File: src/common/ls_pkg.sv
// Shared widths, types and opcode fields for the load/store slice; the RAM covers 1 KiB only
package ls_pkg;

  // Bus and datapath widths
  localparam int ADDR_W    = 32;
  localparam int DATA_W    = 32;
  localparam int BYTE_W    = 8;
  localparam int BYTE_LANES = DATA_W / BYTE_W;

  // Register file geometry
  localparam int REG_SEL_W     = 4;
  localparam int PTR_SEL_W     = 3;
  localparam int NUM_DATA_REGS = 2 ** REG_SEL_W;
  localparam int NUM_PTRS      = 2 ** PTR_SEL_W;

  // Opcode width and the width of its offset field
  localparam int OP_W  = 15;
  localparam int OFS_W = 5;

  // Local data RAM, word addressed, so local addresses alias every 1 KiB
  localparam int RAM_AW    = 8;
  localparam int RAM_DEPTH = 2 ** RAM_AW;

  // Opcode field positions
  // Store when set, load when clear
  localparam int OP_STORE   = 14;
  // Pointer write-back mode (post-increment or pre-decrement)
  localparam int OP_PTR_UPD = 13;
  // Access size bits, neither set means byte
  localparam int OP_WORD    = 12;
  localparam int OP_HALF    = 11;
  // Offset field, scaled by the access size
  localparam int OP_OFS_HI  = 10;
  localparam int OP_OFS_LO  = 6;
  // Pointer register select
  localparam int OP_PTR_HI  = 5;
  localparam int OP_PTR_LO  = 3;
  // Low bits of the data register select
  localparam int OP_REG_HI  = 2;
  localparam int OP_REG_LO  = 0;

  // Bus or pointer address
  typedef logic [ADDR_W-1:0]     addr_t;
  // Data word
  typedef logic [DATA_W-1:0]     word_t;
  // One write enable per byte lane
  typedef logic [BYTE_LANES-1:0] mask_t;
  // Data register index
  typedef logic [REG_SEL_W-1:0]  reg_sel_t;
  // Pointer register index
  typedef logic [PTR_SEL_W-1:0]  ptr_sel_t;
  // Load/store opcode
  typedef logic [OP_W-1:0]       ls_op_t;

endpackage

File: src/logic/reg_file.sv
// Data and pointer registers with one write port per bank; host writes lose to internal writes
`timescale 1ns/1ns

module reg_file
  import ls_pkg::*;
(
  input  logic     CLK,
  input  logic     RST,
  input  ptr_sel_t ptr_sel,
  input  reg_sel_t store_sel,
  input  logic     ptr_upd_vld,
  input  ptr_sel_t ptr_upd_sel,
  input  addr_t    ptr_upd,
  input  logic     load_vld,
  input  reg_sel_t load_sel,
  input  word_t    load_data,
  input  logic     host_wr_vld,
  input  logic     host_wr_ptr,
  input  reg_sel_t host_wr_sel,
  input  word_t    host_wr_data,
  output addr_t    ptr,
  output word_t    store_data
);

  word_t    data_regs [NUM_DATA_REGS];
  addr_t    ptr_regs  [NUM_PTRS];
  logic     host_data_wr;
  logic     host_ptr_wr;
  ptr_sel_t host_ptr_sel;

  assign host_data_wr = host_wr_vld & !host_wr_ptr;
  assign host_ptr_wr  = host_wr_vld & host_wr_ptr;

  // Pointer bank only needs the low select bits
  assign host_ptr_sel = host_wr_sel[PTR_SEL_W-1:0];

  // Data bank, load write-back first
  always_ff @(posedge CLK or posedge RST)
  begin
    if (RST)
    begin
      for (int i = 0; i < NUM_DATA_REGS; i++)
        data_regs[i] <= '0;
    end
    else if (load_vld)
      data_regs[load_sel] <= load_data;
    else if (host_data_wr)
      data_regs[host_wr_sel] <= host_wr_data;
  end

  // Pointer bank, pointer update first
  always_ff @(posedge CLK or posedge RST)
  begin
    if (RST)
    begin
      for (int i = 0; i < NUM_PTRS; i++)
        ptr_regs[i] <= '0;
    end
    else if (ptr_upd_vld)
      ptr_regs[ptr_upd_sel] <= ptr_upd;
    else if (host_ptr_wr)
      ptr_regs[host_ptr_sel] <= host_wr_data;
  end

  // Reads are combinational so the unit sees them in the request cycle
  assign ptr        = ptr_regs[ptr_sel];
  assign store_data = data_regs[store_sel];

  // A dropped host write would silently lose a preload
  assert property (@(posedge CLK) disable iff (RST)
    !((host_data_wr && load_vld) || (host_ptr_wr && ptr_upd_vld)))
    else $error("host write collides with an internal register write");

endmodule

File: config.mk
export PLATFORM = sky130hd
export DESIGN_NAME = reg_file
export DESIGN_NICKNAME = d
export VERILOG_FILES = /design/src/common/ls_pkg.sv /design/src/logic/reg_file.sv
export SDC_FILE = /design/constraint.sdc
export NUM_CORES = 2
export LEC_CHECK = 0
export BUFFER_PORTS_ARGS = -buffer_cell sky130_fd_sc_hd__clkbuf_2
export CAP_MARGIN = 25
export CORE_MARGIN = 4
export CORE_UTILIZATION = 40
export CTS_CLUSTER_SIZE = 25
export DETAILED_ROUTE_END_ITERATION = 16
export HOLD_SLACK_MARGIN = 0.02
export SLEW_MARGIN = 30
export SYNTH_ARGS = -nofsm -noshare
export SYNTH_HDL_FRONTEND = slang
export SYNTH_SLANG_ARGS = --single-unit
File: constraint.sdc
create_clock -name CLK -period 29.7 [get_ports CLK]
set_input_delay 2.97 -clock CLK [delete_from_list [all_inputs] [get_ports CLK]]
set_output_delay 2.97 -clock CLK [all_outputs]
set_load 0.1 [all_outputs]
==> flow_summary.toml <==
[die]
start_util = 0.4027
die_area_um2 = 102300
ios = 184
die_w_um = 319.8
die_h_um = 319.8
core.rowCount = 114
core_area_um2 = 96570

[placed_design]
port_buffers = 183
place_congestion = 0.8103
dp_slack_ps = 20590
dpl.hpwl_um = 79080

[global_routing]
grt_start_max_net_pins = 178
grt.overflow.total = 0
antenna_found_initial = 21
groute.usage.overall = 0.2709
grt_pass1_wl_um = 211000
grt_pass1_vias = 31880

[timing]
fmax_mhz = 111.1
slew_headroom = 0.2930
setup_violations = 0
skew_ps = 0
finalHoldViolCount = 0
maxSlewViolCount = 0
worst_slew_pin_slew_ps = 1060
layout_setup_ws_ps = 20700
min_period_ps = 9001
rsz0062_at_grt = "no"
tns_ps = 0
timing.final.crit_share = 0.3031

[cts]
clockRootBuffer = "clkbuf_16"
htreeDepth = 3
clock-sinks = 768
clk_pin_slew_ps = 60
cts_resized = 0
postCtsSetupRepairBufs = 0
cts_buffers = 86
cts_tree = "done"
insertion_delay_ps = 650
cts_max_path_buffers = 3
cts_hold_buf = 0

[route]
vias = 32820
initialDrtViolationCount = 3355
drtAntennaViolNets = 0
wl_per_cell_um = 26.50
via_per_inst = 6.123
drc_errors = 0
wl_um = 142100
first_pass_iters = 6

[critical_path]
rr_endpoint = "data_regs[383]"
required_ps = 26730
reg2reg_from = "data_regs[383]"
ff2ff_path_depth = 2
endpoint_kind = "output port"
crit_path_start_kind = "input pin"
rrSetupSlack_ps = 28890
cp_max_fo = 49
arrival_ps = 6030
crit_type = "input pin to output port"

[synthesis]
synth-edff-count = 0
synth_warnings = 0
synth_cells = 4074
synth_top_area_share = 0.4942
yosys-top-cells-area = "dfrtp_1 (49%), mux4_2 (11%), a21oi_1 (9.8%)"
syn_nets = 4194
synth_flop_cell = "dfrtp_1"
ys_seq_elements = 768
netlist.top_cell.by_area = "dfrtp_1"
synth_area_per_cell_um2 = 9.546
synth_area_um2 = 38890
yosysSeqAreaShare = 0.4942
synth_cell_types = 50
async_flop_share = 1.000

[worst_hold_path]
hold_end = "ptr_regs[52]"
hold_depth = 2
hp-class = "flop to flop"
hp-start = "ptr_regs[52]"

[power]
power_density_nw_per_um2 = 75.55
p_leak_uw = 0.01895
finalPower_uw = 3320
irDropWorstVdd_uv = 67.34

[run]
drv_cap = 0

[cells_and_area]
drive_gt1_frac = 0.1861
final_nets = 4124
area_growth_pct = 13.00

[status]
outcome = "completed"
[placed cells by master, fill, tap and decap left out, types with 7 or more instances in the layout]
| master | synthesis | routed |
|---|---|---|
| o21ba_2 | 21 | 21 |
| diode_2 | 0 | 11 |
| clkbuf_1 | 342 | 18 |
| nand2b_1 | 21 | 19 |
| nand2_1 | 757 | 756 |
| clkbuf_2 | 0 | 178 |
| nor2_1 | 443 | 435 |
| bufinv_16 | 0 | 9 |
| a21oi_4 | 0 | 8 |
| mux4_2 | 192 | 192 |
| clkbuf_8 | 0 | 19 |
| clkinv_2 | 0 | 17 |
| o221a_2 | 20 | 20 |
| a21oi_1 | 762 | 754 |
| o21ai_0 | 147 | 147 |
| a22oi_1 | 320 | 320 |
| nor2_4 | 0 | 8 |
| dfrtp_1 | 768 | 768 |
| clkbuf_16 | 0 | 88 |
| buf_4 | 4 | 89 |
| nor2b_1 | 44 | 28 |
| o32ai_4 | 7 | 7 |
| o21ai_1 | 9 | 9 |
| o22ai_1 | 21 | 21 |
| nor2b_2 | 0 | 12 |
| mux2_2 | 32 | 32 |
[power breakdown]
part           switching, µW  internal (µW)  total (µW)
sequential               129           1280        1410
clock                    465            673        1140
combinational            492            277         769
[cell type report]
type	instances	area, µm²
clock inverters	32	447.9
fillers	9148	52620
diodes	11	27.53
clock buffers	125	2531
flip-flops and latches	768	19220
well taps	1276	1597
inverters	6	35.03
repair buffers	280	1765
multi-input cells	2862	18330
[worst max-delay path by stage]
stage                       from              to  slack (ps)  depth (start not counted)
detailed placement  store_sel[0]  store_data[10]       20590                          6
floorplan                    RST    data_regs[0]        5170                          1
CTS                 store_sel[0]  store_data[10]       20580                          6
global placement    store_sel[0]  store_data[10]       20640                          6
global route        store_sel[0]  store_data[11]       20410                          7
finish              store_sel[0]  store_data[10]       20700                          7
[synthesized netlist by cell type (all sizes together) (2+ instances only)]
cell type	count
and2	4
nor2	443
a222oi	4
o21ba	21
nor2b	44
or4bb	2
nand3	2
nand2b	21
and4b	4
a22oi	320
nor3b	2
or2	3
nand2	757
a21oi	768
o22ai	22
nor4bb	4
mux2	32
clkbuf	342
o21ai	156
buf	96
nor3	9
inv	6
o32ai	7
a221oi	6
o221a	20
dfrtp	768
a32oi	4
mux4	192
[worst max-delay path, cell delays in order]
cell,delay (ps)
buf_8,350
buf_16,380
buf_4,790
mux4_2,600
a22oi_1,200
nand2_1,230
clkbuf_2,440
[sequential cells by signal (all words and copies together), names as in the netlist]
signal / cells
data_regs: 512
ptr_regs: 256
[kinds of logic after synthesis]
kind of cell | after synthesis | share of synthesized area
AO/OA/AOI/OAI | 1333 | 0.2056
buffers and inverters | 444 | 0.04559
flip-flops | 768 | 0.4942
multiplexers | 225 | 0.1207
AND/OR/NAND/NOR | 1304 | 0.1339
[stage by stage]
step / instances / cell area [µm²] / hold slack [ps] / util
finish: 5360 / 43950 / 470.3 / 0.4551
global placement: 5187 / 40760 / 452.0 / 0.4221
CTS: 5347 / 43830 / 472.7 / 0.4539
detailed placement: 5190 / 40850 / 457.3 / 0.4230
floorplan: 4074 / 38890 / 441.4 / -
global route: 5356 / 43940 / 487.2 / 0.4550
[per-layer routing]
| metal | vias to the layer above | global-route usage | share of wire |
|---|---|---|---|
| met5 | - | 0 | 0.00059 |
| met4 | 12 | 0.1041 | 0.039 |
| met3 | 310 | 0.05537 | 0.099 |
| met2 | 1759 | 0.4245 | 0.45 |
| met1 | 16460 | 0.3728 | 0.41 |
| li1 | 14280 | - | - |
(Power assumes the default switching activity.)
