### src/common/ls_pkg.sv
// Shared widths, types and opcode fields for the load/store slice; the RAM covers 1 KiB only
package ls_pkg;

  // Bus and datapath widths
  localparam int ADDR_W    = 32;
  localparam int DATA_W    = 32;
  localparam int BYTE_W    = 8;
  localparam int BYTE_LANES = DATA_W / BYTE_W;

  // Register file geometry
  localparam int REG_SEL_W     = 4;
  localparam int PTR_SEL_W     = 3;
  localparam int NUM_DATA_REGS = 2 ** REG_SEL_W;
  localparam int NUM_PTRS      = 2 ** PTR_SEL_W;

  // Opcode width and the width of its offset field
  localparam int OP_W  = 15;
  localparam int OFS_W = 5;

  // Local data RAM, word addressed, so local addresses alias every 1 KiB
  localparam int RAM_AW    = 8;
  localparam int RAM_DEPTH = 2 ** RAM_AW;

  // Opcode field positions
  // Store when set, load when clear
  localparam int OP_STORE   = 14;
  // Pointer write-back mode (post-increment or pre-decrement)
  localparam int OP_PTR_UPD = 13;
  // Access size bits, neither set means byte
  localparam int OP_WORD    = 12;
  localparam int OP_HALF    = 11;
  // Offset field, scaled by the access size
  localparam int OP_OFS_HI  = 10;
  localparam int OP_OFS_LO  = 6;
  // Pointer register select
  localparam int OP_PTR_HI  = 5;
  localparam int OP_PTR_LO  = 3;
  // Low bits of the data register select
  localparam int OP_REG_HI  = 2;
  localparam int OP_REG_LO  = 0;

  // Bus or pointer address
  typedef logic [ADDR_W-1:0]     addr_t;
  // Data word
  typedef logic [DATA_W-1:0]     word_t;
  // One write enable per byte lane
  typedef logic [BYTE_LANES-1:0] mask_t;
  // Data register index
  typedef logic [REG_SEL_W-1:0]  reg_sel_t;
  // Pointer register index
  typedef logic [PTR_SEL_W-1:0]  ptr_sel_t;
  // Load/store opcode
  typedef logic [OP_W-1:0]       ls_op_t;

endpackage

### src/ls_unit/ls_load_align.sv
// Load data capture and lane extraction; size and offset must be held for the result cycle
`timescale 1ns/1ns

module ls_load_align
  import ls_pkg::*;
(
  input  logic       CLK,
  input  logic       capture,
  input  logic       size_word,
  input  logic       size_half,
  input  logic [1:0] byte_ofs,
  input  word_t      din,
  output word_t      data
);

  // Word captured from the bus the cycle after the RAM read
  word_t rd_word;

  // Capture only when a local load is in its data stage
  always_ff @(posedge CLK)
  begin
    if (capture)
      rd_word <= din;
  end

  // Pick the addressed lane and zero-extend it
  always_comb
  begin
    if (size_word)
      data = rd_word;
    else if (size_half)
      // Bit 1 of the offset picks the upper or lower halfword
      data = {{(DATA_W - 2 * BYTE_W){1'b0}}, rd_word[2 * BYTE_W * byte_ofs[1] +: 2 * BYTE_W]};
    else
      // Byte access, the full offset picks the lane
      data = {{(DATA_W - BYTE_W){1'b0}}, rd_word[BYTE_W * byte_ofs +: BYTE_W]};
  end

endmodule

### src/ls_unit/ls_unit.sv
// No-wait load/store unit; op_vld and dir_vld are exclusive, no hazard interlock, remote loads never return
`timescale 1ns/1ns

module ls_unit
  import ls_pkg::*;
(
  input  logic     CLK,
  input  logic     RST,
  input  logic     op_vld,
  input  ls_op_t   op,
  input  logic     dir_vld,
  input  logic     dir_store,
  input  reg_sel_t dir_sel,
  input  addr_t    dir_addr,
  output ptr_sel_t ptr_sel,
  input  addr_t    ptr,
  output reg_sel_t store_sel,
  input  word_t    store_data,
  output addr_t    daddr,
  output logic     dcs,
  output logic     rcn_cs,
  output logic     dwr,
  output mask_t    dmask,
  output word_t    dout,
  input  word_t    din,
  output logic     ptr_upd_vld,
  output ptr_sel_t ptr_upd_sel,
  output addr_t    ptr_upd,
  output logic     load_vld,
  output reg_sel_t load_sel,
  output word_t    load_data
);

  // One entry per load in flight
  typedef struct packed {
    logic       vld;
    logic       word;
    logic       half;
    logic [1:0] ofs;
    reg_sel_t   sel;
  } ld_trk_t;

  logic             req_vld;
  logic             wr_en;
  logic             rcn_space;
  logic             upd_mode;
  logic             acc_word;
  logic             acc_half;
  reg_sel_t         data_reg;
  logic [OFS_W-1:0] ofs;
  addr_t            ofs_scaled;
  addr_t            adj;
  addr_t            ptr_next;
  addr_t            addr_out;
  word_t            wr_data;
  mask_t            data_mask;
  ld_trk_t          trk_in;
  ld_trk_t          trk_d1;
  ld_trk_t          trk_d2;
  ld_trk_t          trk_d3;

  assign req_vld  = op_vld | dir_vld;
  assign upd_mode = op[OP_PTR_UPD];
  assign ofs      = op[OP_OFS_HI:OP_OFS_LO];

  // Direct requests are always word sized
  assign acc_word = dir_vld | op[OP_WORD];
  assign acc_half = !dir_vld & op[OP_HALF];

  // Registers 8..15 are only reachable by opcode with both size bits set
  assign data_reg  = dir_vld ? dir_sel : {op[OP_WORD] & op[OP_HALF], op[OP_REG_HI:OP_REG_LO]};
  assign ptr_sel   = op[OP_PTR_HI:OP_PTR_LO];
  assign store_sel = data_reg;

  // Plain offset is unsigned, the update adjustment is sign-extended
  always_comb
  begin
    if (op[OP_WORD])
    begin
      ofs_scaled = {{(ADDR_W - OFS_W - 2){1'b0}}, ofs, 2'b00};
      adj        = {{(ADDR_W - OFS_W - 2){ofs[OFS_W-1]}}, ofs, 2'b00};
    end
    else if (op[OP_HALF])
    begin
      ofs_scaled = {{(ADDR_W - OFS_W - 1){1'b0}}, ofs, 1'b0};
      adj        = {{(ADDR_W - OFS_W - 1){ofs[OFS_W-1]}}, ofs, 1'b0};
    end
    else
    begin
      ofs_scaled = {{(ADDR_W - OFS_W){1'b0}}, ofs};
      adj        = {{(ADDR_W - OFS_W){ofs[OFS_W-1]}}, ofs};
    end
  end

  assign ptr_next = ptr + (upd_mode ? adj : ofs_scaled);

  // Post-increment uses the old pointer, pre-decrement the new one
  assign addr_out = dir_vld ? dir_addr :
                    (upd_mode && !adj[ADDR_W-1]) ? ptr : ptr_next;

  // Top address bit steers the request to the remote bus
  assign rcn_space = addr_out[ADDR_W-1];
  assign wr_en     = (dir_vld & dir_store) | (op_vld & op[OP_STORE]);

  // Store data goes out on every lane, the mask picks the lanes written
  always_comb
  begin
    if (acc_word)
    begin
      wr_data   = store_data;
      data_mask = '1;
    end
    else if (acc_half)
    begin
      wr_data   = {2{store_data[2*BYTE_W-1:0]}};
      data_mask = addr_out[1] ? 4'b1100 : 4'b0011;
    end
    else
    begin
      wr_data   = {BYTE_LANES{store_data[BYTE_W-1:0]}};
      data_mask = mask_t'(1) << addr_out[1:0];
    end
  end

  // Bus strobes and pointer update valid
  always_ff @(posedge CLK or posedge RST)
  begin
    if (RST)
    begin
      dcs         <= 1'b0;
      rcn_cs      <= 1'b0;
      dwr         <= 1'b0;
      ptr_upd_vld <= 1'b0;
    end
    else
    begin
      dcs         <= req_vld & !rcn_space;
      rcn_cs      <= req_vld & rcn_space;
      dwr         <= req_vld & wr_en;
      ptr_upd_vld <= op_vld & upd_mode;
    end
  end

  // Request payload, only meaningful alongside a strobe
  always_ff @(posedge CLK)
  begin
    if (req_vld)
    begin
      daddr <= {addr_out[ADDR_W-1:2], 2'b00};
      dmask <= data_mask;
      dout  <= wr_data;
    end
    if (op_vld)
    begin
      ptr_upd_sel <= ptr_sel;
      ptr_upd     <= ptr_next;
    end
  end

  // Only local loads enter the tracking pipeline
  always_comb
  begin
    trk_in      = '0;
    trk_in.vld  = req_vld & !wr_en & !rcn_space;
    trk_in.word = acc_word;
    trk_in.half = acc_half;
    trk_in.ofs  = addr_out[1:0];
    trk_in.sel  = data_reg;
  end

  always_ff @(posedge CLK or posedge RST)
  begin
    if (RST)
    begin
      trk_d1 <= '0;
      trk_d2 <= '0;
      trk_d3 <= '0;
    end
    else
    begin
      trk_d1 <= trk_in;
      trk_d2 <= trk_d1;
      trk_d3 <= trk_d2;
    end
  end

  // Stage two lines up with RAM read data, stage three with the aligned result
  ls_load_align ls_load_align_i (
    .CLK       (CLK),
    .capture   (trk_d2.vld),
    .size_word (trk_d3.word),
    .size_half (trk_d3.half),
    .byte_ofs  (trk_d3.ofs),
    .din       (din),
    .data      (load_data)
  );

  assign load_vld = trk_d3.vld;
  assign load_sel = trk_d3.sel;

  // The two request sources share the decode path and must never overlap
  assert property (@(posedge CLK) disable iff (RST) !(op_vld && dir_vld))
    else $error("opcode and direct request issued in the same cycle");

endmodule

### config.mk
export PLATFORM = sky130hd
export DESIGN_NAME = ls_unit
export DESIGN_NICKNAME = d
export VERILOG_FILES = /design/src/common/ls_pkg.sv /design/src/ls_unit/ls_load_align.sv /design/src/ls_unit/ls_unit.sv
export SDC_FILE = /design/constraint.sdc
export NUM_CORES = 1
export LEC_CHECK = 0
export BUFFER_PORTS_ARGS = -buffer_cell sky130_fd_sc_hd__buf_2
export CAP_MARGIN = 40
export CORE_MARGIN = 2
export CORE_UTILIZATION = 50
export CTS_BUF_LIST = sky130_fd_sc_hd__clkbuf_2
export DETAILED_ROUTE_END_ITERATION = 16
export PLACE_DENSITY = 0.86
export SKIP_CTS_REPAIR_TIMING = 1
export SYNTH_ARGS = -nofsm -noshare
export SYNTH_HDL_FRONTEND = slang
export SYNTH_HIERARCHICAL = 1
export SYNTH_SLANG_ARGS = --single-unit
### constraint.sdc
create_clock -name CLK -period 2.8 [get_ports CLK]
set_input_delay 0.56 -clock CLK [delete_from_list [all_inputs] [get_ports CLK]]
set_output_delay 0.56 -clock CLK [all_outputs]
set_load 0.05 [all_outputs]
==> run metrics, run 1 <==
met2 Use GR 46.7%; largest net degree at the start of global routing 45; PnR Total Power 7.00 mW; Setup crit start kind register; per-cell routed wire length 19.7 µm; Final setup viols 1; Worst EP required 2240 ps; initial antenna violation count 4; Primary FF master, synth edfxtp_1; RSZ-0062 raised after global routing true; Synth area leaders edfxtp_1 (45%), dfrtp_1 (8.8%), mux2i_1 (4.6%), ha_1 (4.4%), a21oi_1 (2.9%); drt first pass iters 5; post-synth cell types 70; fin cells 1439; Peak VDD IR 0.000304 V; Die W 137 µm; GR Util met1 32.1%; number of vias per cell 5.57; synthesis-to-finish area growth 40.4%; starting density of the core 51.1%; Clock Root Buffer clkbuf_2; clock skew 30.2 ps; gpl congestion 0.935; Detailed Route Iter0 Violations 458; R2R Setup Slk 1700 ps; endpoints failing hold 0; sequential fraction of the synthesis area 54.0%; relative slew slack 65.7%; cell row count 48; GRT Total Usage 27.3%; Via Count 8016; clk sink count 164; clock buffer depth 2; post-route setup slack -4.33 ps; Top Family by Delay on Critical Path flip-flops; die area 0.0188 mm²; PortBufs 300; top-count cell post-synth edfxtp_1; Max Fanout on Critical Path 6; Clk Latency, worst-skew pair 730 ps; failing checks negative setup slack; Post-Syn Instances 752; GRT busiest layer met2; PD cells 564 mW/mm²; DRC 0; Post-Syn Area 0.00884 mm²; # IOs 303; met3 Track Usage GR 7.07%; area leader, netlist edfxtp_1; CTS tree built; Detailed Route WL 28400 µm; Post-synth EDFFs 133; Cells after DPL 1349; crit path kind register to output port; layout cells sized above 1 44.7%; register bit total from synthesis 164; Setup TNS Final -4.33 ps; Yosys top cell area share 45.2%; Yosys Warn Count 6; DIE HEIGHT 137 µm; final core occ 71.7%; Period minus WS final 2800 ps; Nets 1381; Mean Syn Cell Area 11.7 µm²; Post-DRT Antenna Nets 0; fin crit share 100%; GRT overflow 0; Reg clk slew, reported paths 250 ps; Least-Margin Pin Slew 514 ps; hpwl dp 19900 µm; Max-Cap Viols 0; H-tree levels 4; slowest stage cell, crit path dfrtp_2; P_leak 5.62 nW; first-pass GRT wire length 38800 µm; crit path buf inv count 2; crit path DAT 2240 ps; CP peak stage delay 490 ps; Final Max Slew Viols 0; crit path cell chain buf_4, mux2i_2, nand2_1, o221a_1, buf_6; Post-synth top cells edfxtp_1 (133), nand2_1 (63), a21oi_1 (52), mux2i_1 (41), o21ai_0 (40); vias in the first global route 7610; max frequency 0.357 GHz; core box area 0.0173 mm²; Layout fillers 1168; status finished with violations; endpoint class of the critical path output port; Synth async-reset ratio 18.9%; CTS buffer count 17; worst hold path type primary input to register
[cell type report]
type                       count  area, µm²  area share, %
antenna                        4       10.0         0.0807
clock inverter                15        199           1.60
timing repair buffer         477       3040           24.5
tap                          225        282           2.27
inverter                      17       63.8          0.514
sequential                   164       4770           38.5
clock buffer                  17       85.1          0.686
multi-input combinational    520       3950           31.9
[cells by family (layout without fill, tap and decap cells)]
| kind of cell | Yosys count | after routing | synth area share (%) |
|---|---|---|---|
| compound gates | 190 | 190 | 14.9 |
| xor+xnor | 28 | 28 | 2.78 |
| fa+ha+maj | 32 | 32 | 4.62 |
| buf+inv | 70 | 526 | 4.11 |
| flops | 164 | 164 | 54.0 |
| mux | 60 | 60 | 7.07 |
| other cells | 1 | 6 | 0.0424 |
| simple gates | 207 | 208 | 12.6 |
[placed cells by master (no fill, tap or decap), types with 7 or more instances in the layout]
| master | count |
|---|---|
| and2_1 | 21 |
| nor2_1 | 31 |
| o221a_1 | 8 |
| edfxtp_1 | 133 |
| dfrtp_1 | 28 |
| clkbuf_2 | 17 |
| nand3_1 | 16 |
| nand4_1 | 7 |
| mux2_2 | 19 |
| inv_1 | 15 |
| o21ai_1 | 13 |
| nand2_1 | 61 |
| mux2i_1 | 38 |
| o21ai_0 | 36 |
| ha_4 | 10 |
| a21o_1 | 19 |
| xor2_1 | 11 |
| ha_1 | 20 |
| dlygate4sd3_1 | 44 |
| a21oi_1 | 47 |
| buf_2 | 285 |
| a22o_1 | 17 |
| nor3_1 | 10 |
| xnor2_1 | 17 |
| nor2b_1 | 10 |
| buf_4 | 130 |
| buf_6 | 10 |
[stage by stage]
step	setup WS (ps)	hold slack (ps)	area [µm²]
floorplan	-482	331	9140
global placement	-475	332	11500
detailed placement	-540	335	11500
CTS	-213	-202	11800
global route	-121	0.200	12400
finish	-4.33	84.5	12400
[registers in the layout, summed over array words and instances, names as in the netlist, 3 cells and up]
register                 cells
dout                        32
dmask                        4
load_sel                     4
trk_d1                       9
trk_d2                       9
daddr                       30
ptr_upd_sel                  3
ls_load_align_i/rd_word     32
ptr_upd                     32
trk_d3                       4
[path summary, 6_finish.rpt]
path                       depth (start not counted)           startpoint                                    end
max                                                5  trk_d3[5]$_DFF_PP0_                           load_data[4]
min                                                2               op[14]                          dwr$_DFF_PP0_
max reg2reg                                        1  trk_d2[8]$_DFF_PP0_  ls_load_align_i/rd_word[20]$_DFFE_PP_
min reg2reg                                        0  trk_d1[7]$_DFF_PP0_                    trk_d2[7]$_DFF_PP0_
max in group asynchronous                          4                  RST                    trk_d3[7]$_DFF_PP0_
min in group asynchronous                          4                  RST                    trk_d3[6]$_DFF_PP0_
[per-layer routing]
metal / share of wire [%] / vias to the layer above
li1: - / 3691
met1: 37 / 3796
met3: 8.8 / 81
met2: 51 / 448
met5: 0 / -
met4: 3.8 / 0
[report_power, final]
part	internal [mW]	switching [mW]	total (mW)
sequential	2.95	0.0956	3.05
combinational	0.837	1.68	2.52
clock	0.526	0.907	1.43
total	4.31	2.69	7.00
No activity file was read; power rests on OpenSTA's default activity.
==> run 2: changes to the inputs <==
- CELL_PAD_IN_SITES_DETAIL_PLACEMENT: unset -> 2
- CELL_PAD_IN_SITES_GLOBAL_PLACEMENT: unset -> 2
- CORE_UTILIZATION: 50 -> 33
- PLACE_DENSITY: 0.86 -> 0.89
==> run metrics, run 2 (synthesis results as in run 1) <==
endpoint class of the critical path register; fin crit share 104%; Nets 1411; DP Worst Slack -826 ps; Final Max Slew Viols 0; Die W 168 µm; Regs by FF count dout (32), ls_load_align_i/rd_word (32), ptr_upd (32); placed cell area 0.0117 mm²; Cells after DPL 1464; P_leak 5.75 nW; Max Fanout on Critical Path 8; max frequency 0.344 GHz; slowest stage cell, crit path ha_2; fin cells 1579; post-route cell area 0.0128 mm²; CP peak stage delay 390 ps; Clock Root Buffer clkbuf_2; PD cells 564 mW/mm²; starting density of the core 33.7%; most frequent cells in the layout buf_2 (282), edfxtp_1 (133), buf_4 (132), dlygate4sd3_1 (73), nand2_1 (62); multi-input logic area 0.00394 mm²; Most Frequent Cell on Critical Path o21ai_0; die area 0.0281 mm²; RSZ-0062 raised after global routing true; Register Area 0.00477 mm²; endpoints failing hold 0; Setup crit start kind primary input; Least-Margin Pin Slew 595 ps; relative slew slack 59.9%; Top Family by Delay on Critical Path compound AO/OA/AOI/OAI gates; drt first pass iters 4; initial antenna violation count 4; DRC 0; Detailed Route WL 41100 µm; Hold Startpoint store_data[9]; Post-DRT Antenna Nets 0; status finished with violations; Max-Cap Viols 0; crit path cell chain clkbuf_4, mux2i_1, o21ai_0, ha_2, a21oi_4, o211ai_4, a32oi_4, buf_4, o211ai_2, a21boi_1, o2bb2ai_1, xor2_1, o21ai_0; number of vias per cell 5.29; CTS buffer count 17; GRT Total Usage 26.2%; Reg clk slew, reported paths 350 ps; DIE HEIGHT 168 µm; # IOs 303; crit path kind primary input to register; clk sink count 164; largest net degree at the start of global routing 37; Detailed Route Iter0 Violations 480; crit path buf inv count 2; Layout fillers 2673; PnR Total Power 7.25 mW; most common library cell in the layout ignoring fill and taps buf_2; CTS tree built; core box area 0.0262 mm²; hpwl dp 29300 µm; clock skew 60.0 ps; Final setup viols 16; Via Count 8355; failing checks negative setup slack; crit path DAT 3460 ps; GRT overflow 0; Worst EP required 3350 ps; Period minus WS final 2910 ps; synthesis-to-finish area growth 45.4%; Peak VDD IR 0.000251 V; PortBufs 300; gpl congestion 0.833; RR Startpoint trk_d2[8]$_DFF_PP0_; vias in the first global route 9007; cell row count 59; layout cells sized above 1 43.5%; clock buffer depth 2; post-route setup slack -109 ps; Clk Latency, worst-skew pair 830 ps; H-tree levels 4; worst hold path type primary input to register; Crit. Startpoint op[11]; first-pass GRT wire length 55500 µm; per-cell routed wire length 26.0 µm
==> run 2: cell types whose count changed in the layout (fill, tap and decap cells not counted), moves of 3 or more <==
cell | previous run | this run
dlygate4sd3_1 | 44 | 73
bufinv_16 | 3 | 0
buf_2 | 285 | 282
clkinv_8 | 1 | 5
==> run 2: path summary, 6_finish.rpt <==
path                                                    endpoint  slack (ps)  cells after the start
min in group asynchronous                    trk_d3[4]$_DFF_PP0_         310                      4
max in group asynchronous                          dcs$_DFF_PP0_        2120                      4
hold / removal                                 dout[9]$_DFFE_PN_          60                      2
hold reg to reg                              trk_d3[5]$_DFF_PP0_         320                      0
setup reg to reg           ls_load_align_i/rd_word[18]$_DFFE_PP_        1670                      1
setup / recovery                             daddr[24]$_DFFE_PN_        -110                     13
==> run 2: cell type report <==
type	instances	area share [%]
sequential	164	37.1
inverter	17	0.516
multi-input combinational	520	30.7
timing repair buffer	507	26.3
antenna	4	0.0779
tap	335	3.26
clock inverter	15	1.41
clock buffer	17	0.662
==> run 2: per-stage QoR <==
stage / util (%) / hold slack (ps) / TNS (ps)
after global routing: 49.0 / -10.9 / -3430
after detailed placement: 44.6 / 337 / -28870
after global placement: 44.6 / 332 / -16050
final: 49.0 / 55.2 / -859
after floorplan: - / 331 / -5100
after CTS: 45.7 / -306 / -4810
==> run 2: power breakdown <==
| group | total (mW) | leakage [nW] | switching, mW | internal (mW) |
|---|---|---|---|---|
| clock | 1.47 | 0.149 | 1.15 | 0.315 |
| sequential | 3.07 | 1.68 | 0.116 | 2.95 |
| combinational | 2.71 | 3.92 | 1.84 | 0.877 |
==> run 2: per-layer routing <==
metal	part of all wire, %	global-route usage, %
met5	0.078	0
met1	38	28.8
met4	3.1	6.81
met2	55	50.6
met3	4.1	5.58
==> run 3: changes to the inputs <==
==> constraint.sdc (replaced) <==
create_clock -name CLK -period 2.8 [get_ports CLK]
set_input_delay 0.56 -clock CLK [delete_from_list [all_inputs] [get_ports CLK]]
set_output_delay 0.56 -clock CLK [all_outputs]
set_load 0.005 [all_outputs]
==> run metrics, run 3 (synthesis results as in run 1) <==
cell row count 59; Nets 1398; gpl congestion 0.844; initial antenna violation count 6; Final Max Slew Viols 0; Setup crit start kind register; per-cell routed wire length 25.6 µm; Crit. Startpoint trk_d3[6]$_DFF_PP0_; Regs by FF count dout (32), ls_load_align_i/rd_word (32), ptr_upd (32); starting density of the core 33.7%; hpwl dp 28800 µm; fin cells 1566; Post-DRT Antenna Nets 0; Reg clk slew, reported paths 400 ps; largest net degree at the start of global routing 37; Max Fanout on Critical Path 7; Via Count 8246; relative slew slack 66.2%; worst hold path type primary input to register; final core occ 48.3%; post-route setup slack -77.1 ps; fin crit share 103%; GRT Total Usage 25.6%; # IOs 303; reg-to-reg endpoint ls_load_align_i/rd_word[22]$_DFFE_PP_; final hold slack 33.6 ps; Detailed Route Iter0 Violations 439; most frequent cells in the layout buf_2 (299), buf_4 (136), edfxtp_1 (133), nand2_1 (61), dlygate4sd3_1 (55); status finished with violations; endpoints failing hold 0; Clk Latency, worst-skew pair 870 ps; Least-Margin Pin Slew 506 ps; clk sink count 164; GRT overflow 0; vias in the first global route 8927; Clock Root Buffer clkbuf_2; clock skew 89.0 ps; Final setup viols 5; PD cells 501 mW/mm²; first-pass GRT wire length 54700 µm; RSZ-0062 raised after global routing true; endpoint class of the critical path output port; Max-Cap Viols 0; R2R Setup Slk 1680 ps; Layout fillers 2725; clock buffer depth 2; crit path DAT 2320 ps; DP Worst Slack -804 ps; layout cells sized above 1 44.6%; Peak VDD IR 0.000257 V; P_leak 5.70 nW; Period minus WS final 2880 ps; DIE HEIGHT 168 µm; CTS buffer count 17; crit path kind register to output port; failing checks negative setup slack; RR Startpoint trk_d2[8]$_DFF_PP0_; max frequency 0.348 GHz; PnR Total Power 6.34 mW; PortBufs 300; most common library cell in the layout ignoring fill and taps buf_2; number of vias per cell 5.27; drt first pass iters 5; CTS tree built; H-tree levels 4; Cells after DPL 1464; DRC 0; Hold EP dout[15]$_DFFE_PN_; Die W 168 µm; Worst EP required 2240 ps; synthesis-to-finish area growth 43.1%; hold path depth 2; die area 0.0281 mm²; Reg2Reg Depth 1; Hold Startpoint store_data[15]; Detailed Route WL 40200 µm; core box area 0.0262 mm²
## run 3: changes by cell type in the layout (fill, tap and decap cells not counted), sizes merged
cell,delta
inv,+2
dlygate4sd3,-18
clkinvlp,-2
buf,+10
clkbuf,-5
## run 3: critical path: stages, from the launching register on
cell and delay, ps:
dfrtp_2 560, nor3b_4 360, buf_4 190, nand2_1 70, o221a_1 140, buf_2 130
## run 3: cell type report
cell class / instances / area [µm²] / area share (%)
sequential: 164 / 4770 / 37.7
inverter: 17 / 63.8 / 0.505
tap: 335 / 419 / 3.31
antenna: 4 / 10.0 / 0.0791
timing repair buffer: 494 / 3150 / 24.9
clock inverter: 15 / 191 / 1.51
clock buffer: 17 / 85.1 / 0.673
multi-input combinational: 520 / 3960 / 31.3
## run 3: routing by layer
layer,vias up,global-route usage [%],share of wire (%)
met5,-,0,0.062
met1,4183,27.7,38
met2,268,49.8,55
met3,72,4.73,4.1
li1,3719,-,-
met4,4,8.32,2.9
## run 3: worst max-delay path by stage
stage | endpoint | slack, ps | cells past startpoint
2_1_floorplan | daddr[30]$_DFFE_PN_ | -480 | 14
3_3_place_gp | daddr[30]$_DFFE_PN_ | -540 | 12
3_5_place_dp | daddr[19]$_DFFE_PN_ | -800 | 14
4_1_cts | load_data[5] | -490 | 4
5_1_grt | load_data[2] | -210 | 5
6_report | load_data[3] | -80 | 5
## run 3: per-stage QoR
stage | area (µm²) | TNS (ps)
floorplan | 9140 | -5100
global placement | 11700 | -16010
detailed placement | 11700 | -23990
CTS | 12000 | -3680
global route | 12600 | -1290
finish | 12600 | -197
## run 3: power breakdown
part | leakage, nW | switching (mW) | internal (mW)
Sequential | 1.68 | 0.112 | 2.95
Clock | 0.162 | 1.14 | 0.334
Combinational | 3.86 | 0.959 | 0.838
Total | 5.70 | 2.21 | 4.13
